$ cat src/tileRenderPkg.sv
// Shared definitions for the tile-map VGA renderer.
// Holds the tile geometry, the map layout in video memory, the glyph
// codes that the renderer understands and the colour palette.
// RTL files refer to these by scoped name, never through an import.

package tileRenderPkg;

	// Beam counters and memory words
	typedef logic [15:0] screenCoord;
	typedef logic [15:0] mapAddr;
	typedef logic [15:0] glyphCode;

	// Column plus four times row inside one tile
	typedef logic [3:0] pixelIndex;

	typedef logic [7:0] colourChan;

	typedef struct packed {
		colourChan red;
		colourChan green;
		colourChan blue;
	} rgbPixel;

	// Travels alongside a pixel while its glyph is being fetched
	typedef struct packed {
		logic      visible;
		pixelIndex pixel;
	} pixelTag;

	// Order matters: offset from a team's first path code maps straight onto this
	typedef enum logic [2:0] {
		shapeHorizontal,
		shapeVertical,
		shapeCorner,
		shapeLeftDown,
		shapeLeftUp,
		shapeRightDown,
		shapeRightUp
	} pathShape;

	localparam int PathShapes = 7;

	// Tile geometry
	localparam int TileSize = 4;
	localparam int TileShift = $clog2(TileSize);

	// Map layout in video memory
	localparam int MapColumns = 160;
	localparam mapAddr MapBase = 16'd40000;

	// Address to data, in clocks
	localparam int MemReadLatency = 1;

	// Address register plus the memory read
	localparam int TagStages = 1 + MemReadLatency;

	// Solid squares
	localparam glyphCode GlyphBlack = 16'd0;
	localparam glyphCode GlyphBlue = 16'd1;
	localparam glyphCode GlyphYellow = 16'd2;

	// First code of each team's seven path shapes
	localparam glyphCode GlyphBluePathFirst = 16'd3;
	localparam glyphCode GlyphYellowPathFirst = 16'd28;

	// Palette
	localparam rgbPixel ColourBlack = '{red: 8'd0, green: 8'd0, blue: 8'd0};
	localparam rgbPixel ColourBlue = '{red: 8'd0, green: 8'd0, blue: 8'd255};
	localparam rgbPixel ColourYellow = '{red: 8'd255, green: 8'd255, blue: 8'd0};

	// Blue team trail
	localparam rgbPixel ColourBlueEdge = '{red: 8'd0, green: 8'd162, blue: 8'd230};
	localparam rgbPixel ColourBlueInner = '{red: 8'd156, green: 8'd219, blue: 8'd230};

	// Yellow team trail
	localparam rgbPixel ColourYellowEdge = '{red: 8'd255, green: 8'd201, blue: 8'd14};
	localparam rgbPixel ColourYellowInner = '{red: 8'd255, green: 8'd254, blue: 8'd145};

endpackage

$ cat src/tileAddrGen.sv
// First pipeline stage of the tile renderer.
// Turns the beam position into the word address of the tile under it and
// registers that address towards the video memory. The pixel's place in
// the tile and its blanking state are delayed so they line up with the
// glyph word when the memory returns it.

module tileAddrGen (
	input  logic                     clk,
	input  logic                     arstN,
	input  logic                     bright,
	input  tileRenderPkg::screenCoord hCount,
	input  tileRenderPkg::screenCoord vCount,
	output tileRenderPkg::mapAddr     memAddress,
	output tileRenderPkg::pixelTag    tag
);

	tileRenderPkg::mapAddr tileColumn;
	tileRenderPkg::mapAddr tileRow;
	tileRenderPkg::mapAddr rowOffset;
	tileRenderPkg::mapAddr nextAddress;
	tileRenderPkg::pixelTag nowTag;

	// Stage 0 feeds from nowTag, last stage lines up with memData
	tileRenderPkg::pixelTag tagPipe [tileRenderPkg::TagStages];

	// Tile under the beam
	assign tileColumn = hCount / tileRenderPkg::screenCoord'(tileRenderPkg::TileSize);
	assign tileRow = vCount / tileRenderPkg::screenCoord'(tileRenderPkg::TileSize);

	// Row stride uses the tile row, not the raw line count
	assign rowOffset = tileRow * tileRenderPkg::mapAddr'(tileRenderPkg::MapColumns);
	assign nextAddress = tileRenderPkg::MapBase + tileColumn + rowOffset;

	// Low counter bits give the position inside the tile
	assign nowTag.visible = bright;
	assign nowTag.pixel = {
		vCount[tileRenderPkg::TileShift-1:0],
		hCount[tileRenderPkg::TileShift-1:0]
	};

	always_ff @(posedge clk or negedge arstN) begin
		if (!arstN) begin
			memAddress <= '0;
			for (int i = 0; i < tileRenderPkg::TagStages; i++) begin
				tagPipe[i] <= '0;
			end
		end else begin
			memAddress <= nextAddress;
			tagPipe[0] <= nowTag;
			for (int i = 1; i < tileRenderPkg::TagStages; i++) begin
				tagPipe[i] <= tagPipe[i-1];
			end
		end
	end

	assign tag = tagPipe[tileRenderPkg::TagStages-1];

endmodule

$ cat src/pathMask.sv
// Edge masks of the trail path shapes.
// Given a shape and a pixel position inside a 4x4 tile, tells whether the
// pixel lies on the outer edge of the trail. Both teams share these masks,
// the shader only picks the colours. Purely combinational.

module pathMask (
	input  tileRenderPkg::pathShape  shape,
	input  tileRenderPkg::pixelIndex pixel,
	output logic                     onEdge
);

	// One bit per tile pixel, bit index = column + 4 * row
	logic [15:0] edgeSet;

	// Masks are written row 3 first, column 3 leftmost in each row,
	// so the pictures below are mirrored left to right
	always_comb begin
		case (shape)
			// Top and bottom rows
			tileRenderPkg::shapeHorizontal: edgeSet = {
				4'b1111,
				4'b0000,
				4'b0000,
				4'b1111
			};
			// Left and right columns
			tileRenderPkg::shapeVertical: edgeSet = {
				4'b1001,
				4'b1001,
				4'b1001,
				4'b1001
			};
			// Whole border, only the centre four are inner
			tileRenderPkg::shapeCorner: edgeSet = {
				4'b1111,
				4'b1001,
				4'b1001,
				4'b1111
			};
			tileRenderPkg::shapeLeftDown: edgeSet = {
				4'b1001,
				4'b1000,
				4'b1000,
				4'b1111
			};
			tileRenderPkg::shapeLeftUp: edgeSet = {
				4'b1111,
				4'b1000,
				4'b1000,
				4'b1001
			};
			tileRenderPkg::shapeRightDown: edgeSet = {
				4'b1001,
				4'b0001,
				4'b0001,
				4'b1111
			};
			tileRenderPkg::shapeRightUp: edgeSet = {
				4'b1111,
				4'b0001,
				4'b0001,
				4'b1001
			};
			// Unused encoding
			default: edgeSet = '0;
		endcase
	end

	assign onEdge = edgeSet[pixel];

endmodule

$ cat src/glyphShader.sv
// Last pipeline stage of the tile renderer.
// Decodes the glyph word returned by video memory together with the tag
// of the pixel it belongs to, and registers the resulting colour.
// Solid squares map straight to the palette; path glyphs are split into
// team and shape, and the shape's edge mask picks edge or inner colour.
// Blanked pixels and unknown codes come out black.

module glyphShader (
	input  logic                    clk,
	input  logic                    arstN,
	input  tileRenderPkg::glyphCode glyph,
	input  tileRenderPkg::pixelTag  tag,
	output tileRenderPkg::rgbPixel  vgaPixel
);

	logic isBluePath;
	logic isYellowPath;
	logic onEdge;
	tileRenderPkg::glyphCode pathOffset;
	tileRenderPkg::pathShape shape;
	tileRenderPkg::rgbPixel nextPixel;

	// Each team owns a run of seven consecutive path codes
	assign isBluePath = (glyph >= tileRenderPkg::GlyphBluePathFirst) &&
		(glyph < tileRenderPkg::GlyphBluePathFirst +
		tileRenderPkg::glyphCode'(tileRenderPkg::PathShapes));
	assign isYellowPath = (glyph >= tileRenderPkg::GlyphYellowPathFirst) &&
		(glyph < tileRenderPkg::GlyphYellowPathFirst +
		tileRenderPkg::glyphCode'(tileRenderPkg::PathShapes));

	// Offset within the team's run selects the shape
	assign pathOffset = isYellowPath ?
		glyph - tileRenderPkg::GlyphYellowPathFirst :
		glyph - tileRenderPkg::GlyphBluePathFirst;
	assign shape = tileRenderPkg::pathShape'(pathOffset[2:0]);

	pathMask u_pathMask (
		.shape  (shape),
		.pixel  (tag.pixel),
		.onEdge (onEdge)
	);

	always_comb begin
		nextPixel = tileRenderPkg::ColourBlack;
		if (tag.visible) begin
			case (glyph)
				tileRenderPkg::GlyphBlack: nextPixel = tileRenderPkg::ColourBlack;
				tileRenderPkg::GlyphBlue: nextPixel = tileRenderPkg::ColourBlue;
				tileRenderPkg::GlyphYellow: nextPixel = tileRenderPkg::ColourYellow;
				default: begin
					if (isBluePath) begin
						nextPixel = onEdge ?
							tileRenderPkg::ColourBlueEdge :
							tileRenderPkg::ColourBlueInner;
					end else if (isYellowPath) begin
						nextPixel = onEdge ?
							tileRenderPkg::ColourYellowEdge :
							tileRenderPkg::ColourYellowInner;
					end
					// Anything else, bikes included, stays black
				end
			endcase
		end
	end

	always_ff @(posedge clk or negedge arstN) begin
		if (!arstN) begin
			vgaPixel <= '0;
		end else begin
			vgaPixel <= nextPixel;
		end
	end

endmodule

$ cat src/tileRenderer.sv
// Top level of the tile-map VGA renderer.
// Takes the beam position and blanking from the VGA timing block, reads
// the tile's glyph from an external synchronous-read video memory and
// drives one RGB pixel per clock. Output follows the sampled beam
// position by three clocks and never stalls.

module tileRenderer (
	input  logic                     clk,
	input  logic                     arstN,
	input  logic                     bright,
	input  tileRenderPkg::screenCoord hCount,
	input  tileRenderPkg::screenCoord vCount,
	output tileRenderPkg::mapAddr     memAddress,
	input  tileRenderPkg::glyphCode   memData,
	output tileRenderPkg::rgbPixel    vgaPixel
);

	// Pixel tag, aligned with memData
	tileRenderPkg::pixelTag tag;

	tileAddrGen u_tileAddrGen (
		.clk        (clk),
		.arstN      (arstN),
		.bright     (bright),
		.hCount     (hCount),
		.vCount     (vCount),
		.memAddress (memAddress),
		.tag        (tag)
	);

	glyphShader u_glyphShader (
		.clk      (clk),
		.arstN    (arstN),
		.glyph    (memData),
		.tag      (tag),
		.vgaPixel (vgaPixel)
	);

endmodule

$ cat config.mk
export PLATFORM = sky130hd
export DESIGN_NAME = tileRenderer
export DESIGN_NICKNAME = d
export VERILOG_FILES = /design/src/tileRenderPkg.sv /design/src/tileAddrGen.sv /design/src/pathMask.sv /design/src/glyphShader.sv /design/src/tileRenderer.sv
export SDC_FILE = /design/constraint.sdc
export NUM_CORES = 1
export LEC_CHECK = 0
export BUFFER_PORTS_ARGS = -buffer_cell sky130_fd_sc_hd__buf_2
export CAP_MARGIN = 20
export CORE_MARGIN = 5
export CORE_UTILIZATION = 45
export DETAILED_ROUTE_END_ITERATION = 16
export PLACE_DENSITY = 0.77
export RECOVER_POWER = 100
export SETUP_SLACK_MARGIN = 0.2
export SLEW_MARGIN = 20
export SYNTH_ARGS = -nofsm -noshare
export SYNTH_HDL_FRONTEND = slang
export SYNTH_SLANG_ARGS = --single-unit
$ cat constraint.sdc
create_clock -name clk -period 1.88 [get_ports clk]
set_input_delay 0.376 -clock clk [delete_from_list [all_inputs] [get_ports clk]]
set_output_delay 0.376 -clock clk [all_outputs]
set_load 0.02 [all_outputs]
==> reports/metrics.yaml, run 1 <==
die_x_um: 84.0
start_kind: "primary input"
drive_gt1_share_pct: 47.5
yosysMostFrequentCell: "ha_1"
min_path_type: "in -> reg"
ys_top_cells_by_count: "ha_1, dfrtp_1, inv_1"
nets: 486
synth_cells: 240
place.gp.congestion: 0.827
finalWorstSetupSlack_ns: -0.846
synth_top_area_share_pct: 39.6
ys_seq_area_share_pct: 39.6
drt.antenna.violating_nets: 0
clk_pin_slew_ns: 0.07
wl_per_cell_um: 13.1
maxSlewHeadroom_pct: 20.7
io_buffers: 87
cp_max_fo: 4
hold_viol: 0
fmax_mhz: 367
drt-met1-wl_mm: 2.34
synth_seq_cells: 39
synth_xor_area_share_pct: 6.40
grt_antenna_before_repair: 0
synth_edf_count: 0
crit_required_ns: 2.09
core_sq_um: 5410
die_h_um: 84.0
dpl.hpwl_mm: 4.82
synthSimpleGateAreaFrac_pct: 9.65
cts_hold_buffers: 0
hold_slack_ns: 0.195
clockBufferDepth: 2
core.rowCount: 27
rsz0062_at_grt: "yes"
cts_tree: "done"
fin_crit_sh_pct: 145
numCtsBuffers: 5
yosysUniqueCellTypes: 42
insertedDiodeCount: 0
num_vias: 2216
synth_area_per_cell_sq_um: 10.3
grt_pass1_wl_mm: 9.93
hold_path_depth: 1
synthMuxAreaShare_pct: 0.457
drt_pre_antenna_iters: 4
grt_max_degree: 24
top_layer: "met4"
synth_adder_area_share_pct: 22.0
grt-ovfl-total: 0
setup_viol: 20
peakVddDrop_mv: 0.672
synth_top_area_cell: "dfrtp_1"
start_util_pct: 45.6
tns_ns: -11.72
drv_cap: 0
async_flop_share_pct: 100
slew_viol_final: 0
period_needed_ns: 2.73
dieArea_sq_um: 7050
synth_area_leaders: "dfrtp_1, ha_1, xnor2_1, inv_1, a21oi_1"
violations: "setup timing"
boundaryPins: 91
cts.sinks: 39
via_per_inst: 4.76
worstPathArrival_ns: 2.94
tightest_slew_ns: 1.19
end_kind: "flip-flop"
drt_iter0_markers: 30
wl_met3_um: 402
syn-cell-area_sq_um: 2460
synth_flop_cell: "dfrtp_1"
htree_levels: 2
track_usage_pct: 17.3
grt_pass1_vias: 2348
worstRegToRegCells: 8
worstSetupPathType: "in -> reg"
route.met2.wl_mm: 3.25
yosys_warnings: 0
skew_ns: 0.00365
cts-root-buf: "clkbuf_8"
wl_mm: 6.11
worstSkewPairLatency_ns: 0.28
synth-compound-area-share_pct: 13.6
route.detailed.drc: 0
synth_nets: 333
powerDensity_nw_per_um2: 824
outcome: "complete, but fails checks"
synth_top_family_by_area: "adder cells"
power_leakage_nw: 1.92
area.growth.synth_to_final_pct: 58.9
## worst max-delay path, cell delays in order
cell,delay [ns]
buf_2,0.11
nor4_4,0.27
nand3_2,0.13
or2_4,0.27
o21ai_4,0.16
inv_2,0.07
ha_4,0.16
a311o_1,0.30
o211a_1,0.26
or3_4,0.43
or2_4,0.27
a21oi_2,0.14
## registers in the layout (all words and copies together) (netlist names)
signal	cells
u_tileAddrGen.tagPipe	5
u_tileAddrGen.tag	5
u_tileAddrGen.memAddress	16
u_glyphShader.vgaPixel	13
## where the power goes
part	internal [W]	switching [W]	total [W]
Clock	0.000429	0.000284	0.000713
Combinational	0.000774	0.000746	0.00152
Sequential	0.000956	0.0000351	0.000991
Total	0.00216	0.00106	0.00322
## final timing paths
check	start	endpoint	slack, ns
setup / recovery	memData[11]	u_glyphShader.vgaPixel[7]	-0.85
hold / removal	hCount[2]	u_tileAddrGen.memAddress[0]	0.19
setup reg to reg	u_tileAddrGen.tag[2]	u_glyphShader.vgaPixel[7]	-0.08
hold reg to reg	u_tileAddrGen.tagPipe[5]	u_tileAddrGen.tag[0]	0.35
max in group asynchronous	arstN	u_tileAddrGen.tagPipe[7]	0.62
min in group asynchronous	arstN	u_tileAddrGen.memAddress[5]	0.31
## stage by stage
| stage | std cells | utilization, % | setup WS (ns) | total power (W) | instance area, sq um |
|---|---|---|---|---|---|
| 4_1_cts | 465 | 72.0 | -0.854 | 0.00322 | 3890 |
| 6_report | 466 | 72.4 | -0.846 | 0.00322 | 3910 |
| 2_1_floorplan | 240 | - | -1.05 | 0.00183 | 2670 |
| 3_5_place_dp | 449 | 65.9 | -1.23 | 0.00232 | 3560 |
| 5_1_grt | 466 | 72.4 | -0.946 | 0.00343 | 3910 |
| 3_3_place_gp | 449 | 65.9 | -1.15 | 0.00228 | 3560 |
## layer usage
metal | GRT usage [%] | vias up
li1 | - | 1118
met2 | 32.8 | 68
met4 | 4.97 | 0
met3 | 4.74 | 13
met5 | 0 | -
met1 | 18.4 | 1017
## layout by cell type (no fill, tap or decap), types with 3 or more instances in the layout
cell,instances
buf_4,63
clkbuf_1,44
buf_2,40
dfrtp_1,39
ha_1,27
inv_1,23
nor2_1,12
ha_4,11
a21oi_2,10
xnor2_1,10
buf_6,8
o21ai_2,7
inv_2,7
a21oi_1,7
a21o_1,6
clkbuf_8,6
nand2_1,5
xnor2_2,4
xor2_1,4
o21ai_0,4
nor2_2,4
nor4_4,3
## logic make-up after synthesis
group,Yosys count
fa+ha+maj,42
compound gates,54
mux,1
buf+inv,43
simple gates,43
flops,39
xor+xnor,18
## final cells by class
cell class	instances	area [sq um]
multi-input cells	158	1640
fillers	406	1490
repair buffers	159	978
flip-flops and latches	39	976
inverters	30	113
well taps	72	90.1
clock buffers	6	82.6
clock inverters	2	35.0
## what timing repair did
action | in CTS | in global routing
gates resized for setup | 29 | 17
endpoints found under the setup margin | 20 | 20
setup buffers | 8 | 1
pin swaps | 20 | 8
Power figures use the tool's default switching activity.
==> run 2, diff against run 1 <==
==> constraint.sdc (replaced) <==
create_clock -name clk -period 1.88 [get_ports clk]
set_input_delay 0 -clock clk [delete_from_list [all_inputs] [get_ports clk]]
set_output_delay 0 -clock clk [all_outputs]
set_load 0.02 [all_outputs]
==> reports/metrics.yaml, run 2 (same netlist as run 1, synthesis figures left out) <==
grt_max_degree: 40  # +67%
endpoint: "u_glyphShader.vgaPixel[10]"
peakVddDrop_mv: 0.661  # -1.6%
total_power_w: 0.00314  # -2.7%
outcome: "complete, but fails checks"
wl_per_cell_um: 12.6  # -3.8%
worstPathArrival_ns: 2.60  # -0.34 ns
worstRegToRegCells: 9  # +1
fmax_mhz: 418  # +14%
drv_cap: 0  # unchanged
io_buffers: 87  # unchanged
place_ws_ns: -0.900  # +0.326 ns
boundaryPins: 91  # unchanged
drt_iter0_markers: 50  # +67%
crit_required_ns: 2.08  # about the same
clockBufferDepth: 2  # unchanged
rsz0062_at_grt: "yes"
power_leakage_nw: 1.91  # -0.44%
drive_gt1_share_pct: 43.3  # -4.1 points
core_sq_um: 5410  # unchanged
grt_pass1_wl_mm: 9.64  # -2.9%
clk_pin_slew_ns: 0.07  # about the same
wl_mm: 5.91  # -3.2%
route.detailed.drc: 0  # unchanged
insertedDiodeCount: 0  # unchanged
violations: "setup timing"
finalWorstSetupSlack_ns: -0.515  # +0.331 ns
nets: 489  # +0.62%
num_vias: 2254  # +1.7%
cp_max_fo: 5  # +1
via_per_inst: 4.81  # +1.1%
start_util_pct: 45.6  # unchanged
skew_ns: 0.00437  # +0.000721 ns
cts_tree: "done"
dieArea_sq_um: 7050  # unchanged
critPathLaunch: "memData[13]"
start_kind: "primary input"
final_core_util_pct: 72.2  # -0.23 points
end_kind: "flip-flop"
htree_levels: 2  # unchanged
tightest_slew_ns: 0.878  # -0.311 ns
die_h_um: 84.0  # unchanged
cts-root-buf: "clkbuf_8"
r2r-end: "u_glyphShader.vgaPixel[10]"
largest_reg_flops: 16  # unchanged
track_usage_pct: 16.4  # -0.84 points
maxSlewHeadroom_pct: 41.5  # +21 points
tns_ns: -6.17  # +5.55 ns
numCtsBuffers: 5  # unchanged
powerDensity_nw_per_um2: 804  # -2.4%
worstSetupPathType: "in -> reg"
worstSkewPairLatency_ns: 0.28  # about the same
multiInputGateArea_sq_um: 1590  # -3.0%
drt.antenna.violating_nets: 0  # unchanged
reg_top3: "u_tileAddrGen.memAddress: 16 flops, u_glyphShader.vgaPixel: 13 flops"
area.growth.synth_to_final_pct: 58.4
rr_startpoint: "u_tileAddrGen.tag[0]"
layout.area.seq_sq_um: 976  # unchanged
hold_viol: 0  # unchanged
setup_viol: 16  # -20%
core.rowCount: 27  # unchanged
period_needed_ns: 2.39  # -0.331 ns
min_path_type: "in -> reg"
cts.sinks: 39  # unchanged
final_cell_mix: "buf_4, clkbuf_1, buf_2"
grt_pass1_vias: 2316  # -1.4%
final_common_cell: "buf_4"
grt-ovfl-total: 0  # unchanged
regMostFlops: "u_tileAddrGen.memAddress"
r2r_slack_ns: -0.11  # -0.03 ns
die_x_um: 84.0  # unchanged
drt_pre_antenna_iters: 4  # unchanged
nFillCells: 425  # +4.7%
grt_antenna_before_repair: 0  # unchanged
dpl.hpwl_mm: 4.57  # -5.2%
slew_viol_final: 0  # unchanged
fin_crit_sh_pct: 127  # -18 points
place.gp.congestion: 0.847  # +2.4%
==> run 2: cell count changes in the layout (fill, tap and decap cells not counted), sizes merged <==
cell,before,now
dlygate4sd3,0,12
buf,113,104
clkbuf,52,51
clkinv,1,2
==> run 2: timing repair <==
item | CTS | global route
endpoints found under the setup margin | 16 | 19
endpoints found under the hold margin | 50 | 0
gates cloned | 0 | 0
pin swaps | 11 | 7
gates resized for setup | 18 | 20
setup buffers | 4 | 2
hold buffers | 12 | 0
==> run 2: final cells by class <==
| cell class | count | share of cell area, % |
|---|---|---|
| multi-input cells | 158 | 40.7 |
| repair buffers | 162 | 26.1 |
| flip-flops and latches | 39 | 25.0 |
| inverters | 30 | 2.95 |
| well taps | 72 | 2.31 |
| clock buffers | 5 | 1.76 |
| clock inverters | 3 | 1.12 |
==> run 2: worst max-delay path: stages <==
cell     delay [ns]
buf_6          0.10
nor4_4         0.29
nand3_2        0.15
or2_4          0.26
o21ai_2        0.13
inv_1          0.07
ha_2           0.18
a311o_1        0.33
o31a_1         0.26
or3_4          0.41
buf_4          0.15
buf_6          0.10
a21oi_1        0.15
==> run 2: where the power goes <==
| group | total, W | internal [W] | switching, W |
|---|---|---|---|
| logic | 0.00147 | 0.000749 | 0.000725 |
| clock network | 0.000665 | 0.000395 | 0.000271 |
| registers | 0.000997 | 0.000957 | 0.0000404 |
==> run 2: worst min path at each step <==
| stage | start | to | slack [ns] | cells after the start |
|---|---|---|---|---|
| after detailed placement | hCount[4] | u_tileAddrGen.memAddress[2] | 0.11 | 1 |
| after floorplan | arstN | u_glyphShader.vgaPixel[10] | -0.30 | 0 |
| after CTS | hCount[7] | u_tileAddrGen.memAddress[6] | 0.08 | 3 |
| final | hCount[7] | u_tileAddrGen.memAddress[6] | 0.11 | 3 |
| after global routing | hCount[7] | u_tileAddrGen.memAddress[6] | 0.11 | 3 |
| after global placement | hCount[0] | u_tileAddrGen.tagPipe[5] | 0.11 | 1 |
==> run 2: per-stage QoR <==
step | std cells | instance area, sq um | hold slack (ns)
2_1_floorplan | 240 | 2660 | -0.296
3_3_place_gp | 443 | 3510 | 0.107
3_5_place_dp | 443 | 3510 | 0.110
4_1_cts | 467 | 3850 | 0.0844
5_1_grt | 469 | 3900 | 0.107
6_report | 469 | 3900 | 0.107
==> run 2: routing by layer <==
layer / track usage (%) / share of wire, % / up-vias
li1: - / - / 1123
met4: 2.92 / 0.85 / 0
met1: 17.9 / 37 / 1055
met3: 5.03 / 6.6 / 6
met2: 31.2 / 55 / 70
met5: 0 / 0 / -
==> run 3, diff against run 2 <==
- CORE_ASPECT_RATIO: unset -> 0.75
- TNS_END_PERCENT: unset -> 1
==> reports/metrics.yaml, run 3 (same netlist as run 1, synthesis figures left out) <==
outcome: "complete, but fails checks"
violations: "setup timing"
end_kind: "flip-flop"
worstSkewPairLatency_ns: 0.29  # about the same
fmax_mhz: 424  # +1.4%
period_needed_ns: 2.36  # -0.0336 ns
grt-ovfl-total: 0  # unchanged
largest_reg_flops: 16  # unchanged
grt_pass1_vias: 2334  # +0.78%
drt_pre_antenna_iters: 5  # +1
drive_gt1_share_pct: 40.7  # -2.6 points
area.growth.synth_to_final_pct: 53.4
stdcell_count: 468  # -0.21%
dpl.hpwl_mm: 4.73  # +3.6%
seq_power_share_pct: 34.1  # +2.3 points
htree_levels: 2  # unchanged
maxSlewHeadroom_pct: 37.2  # -4.3 points
clockBufferDepth: 2  # unchanged
nets: 485  # -0.82%
wl_mm: 6.26  # +5.8%
tns_ns: -5.61  # +0.556 ns
crit_required_ns: 2.09  # about the same
hold_slack_ns: 0.0696  # -0.0373 ns
reg_top3: "u_tileAddrGen.memAddress: 16 flops, u_glyphShader.vgaPixel: 13 flops"
place.gp.congestion: 0.799  # -5.6%
fin_crit_sh_pct: 126  # -1.8 points
drv_cap: 0  # unchanged
die_h_um: 74.1  # -12%
die_x_um: 95.4  # +14%
start_kind: "primary input"
setup_viol: 15  # -1
grt_antenna_before_repair: 0  # unchanged
cts.sinks: 39  # unchanged
final_core_util_pct: 70.9  # -1.2 points
regMostFlops: "u_tileAddrGen.memAddress"
peakVddDrop_mv: 0.585  # -11%
route.detailed.drc: 0  # unchanged
p_switching_w: 0.00102  # -1.3%
skew_ns: 0.00981  # +0.00544 ns
cts-root-buf: "clkbuf_8"
cts_tree: "done"
num_vias: 2246  # -0.35%
swShare_pct: 34.9  # +1.9 points
final_cell_mix: "buf_4, buf_2, clkbuf_1"
p_comb_share_pct: 47.3  # +0.3 points
numCtsBuffers: 5  # unchanged
worstSetupPathType: "in -> reg"
insertedDiodeCount: 0  # unchanged
drt.antenna.violating_nets: 0  # unchanged
io_buffers: 87  # unchanged
p_clk_share_pct: 18.6  # -2.6 points
rsz0062_at_grt: "yes"
track_usage_pct: 18.2  # +1.7 points
boundaryPins: 91  # unchanged
total_power_w: 0.00293  # -6.6%
via_per_inst: 4.80  # -0.14%
min_path_type: "in -> reg"
grt_max_degree: 40  # unchanged
power_leakage_nw: 1.87  # -1.9%
placedCellCount: 444  # +0.23%
worstPathArrival_ns: 2.57  # -0.03 ns
hold_viol: 0  # unchanged
finalWorstSetupSlack_ns: -0.481  # +0.0336 ns
start_util_pct: 46.3  # +0.70 points
final_common_cell: "buf_4"
cp_max_fo: 4  # -1
slew_viol_final: 0  # unchanged
core.rowCount: 23  # -15%
grt_pass1_wl_mm: 9.99  # +3.7%
powerDensity_nw_per_um2: 776  # -3.5%
clk_pin_slew_ns: 0.07  # about the same
tightest_slew_ns: 0.942  # +0.0641 ns
power.internal_w: 0.00191  # -9.2%
wl_per_cell_um: 13.4  # +6.0%
dieArea_sq_um: 7070  # +0.22%
core_sq_um: 5320  # -1.5%
drt_iter0_markers: 37  # -26%
-- run 3: critical path: stages --
cell     delay (ns)
buf_6          0.10
ha_4           0.16
nor2_4         0.10
a32oi_2        0.14
or2_4          0.26
o21ai_2        0.13
inv_1          0.08
ha_2           0.19
a311o_1        0.29
o31a_1         0.26
or3_4          0.41
or2_4          0.29
a21oi_2        0.15
-- run 3: layout make-up --
| cell class | instances | area [sq um] |
|---|---|---|
| Inverter | 30 | 113 |
| Clock inverter | 2 | 12.5 |
| Timing Repair Buffer | 158 | 977 |
| Fill cell | 414 | 1550 |
| Tap cell | 75 | 93.8 |
| Multi-Input combinational cell | 158 | 1530 |
| Sequential cell | 39 | 976 |
| Clock buffer | 6 | 72.6 |
-- run 3: routing by layer --
metal	wire length, um	global-route usage, %
met2	3260	35.0
met4	64	4.42
met1	2490	19.9
met5	0	0
met3	440	4.85
-- run 3: worst paths after layout --
| path | startpoint | end | slack [ns] | cells after the start |
|---|---|---|---|---|
| setup / recovery | memData[0] | u_glyphShader.vgaPixel[4] | -0.48 | 13 |
| hold / removal | hCount[7] | u_tileAddrGen.memAddress[6] | 0.07 | 3 |
| setup reg to reg | u_tileAddrGen.tag[1] | u_glyphShader.vgaPixel[4] | -0.11 | 8 |
| hold reg to reg | u_tileAddrGen.tagPipe[8] | u_tileAddrGen.tag[3] | 0.36 | 0 |
| max in group asynchronous | arstN | u_tileAddrGen.memAddress[2] | 0.90 | 2 |
| min in group asynchronous | arstN | u_tileAddrGen.tag[4] | 0.39 | 2 |
-- run 3: timing repair --
action,in CTS,in global routing
setup endpoints to repair,20,19
pin swaps,29,3
hold buffers,12,0
gates resized for setup,46,7
buffers inserted,4,0
endpoints found under the hold margin,50,0
-- run 3: power groups by stage --
stage / combinational (W) / sequential (W) / clock, W
after floorplan: 0.000562 / 0.00114 / 0
after global placement: 0.00114 / 0.00101 / 0
after detailed placement: 0.00119 / 0.00101 / 0
after CTS: 0.00141 / 0.000995 / 0.000567
after global routing: 0.00152 / 0.00101 / 0.000603
final: 0.00139 / 0.000999 / 0.000545
-- run 3: per-stage QoR --
step	worst slack [ns]	instance area, sq um
2_1_floorplan	-0.679	2540
3_3_place_gp	-0.893	3380
3_5_place_dp	-1.00	3380
4_1_cts	-0.458	3830
5_1_grt	-0.598	3780
6_report	-0.481	3780
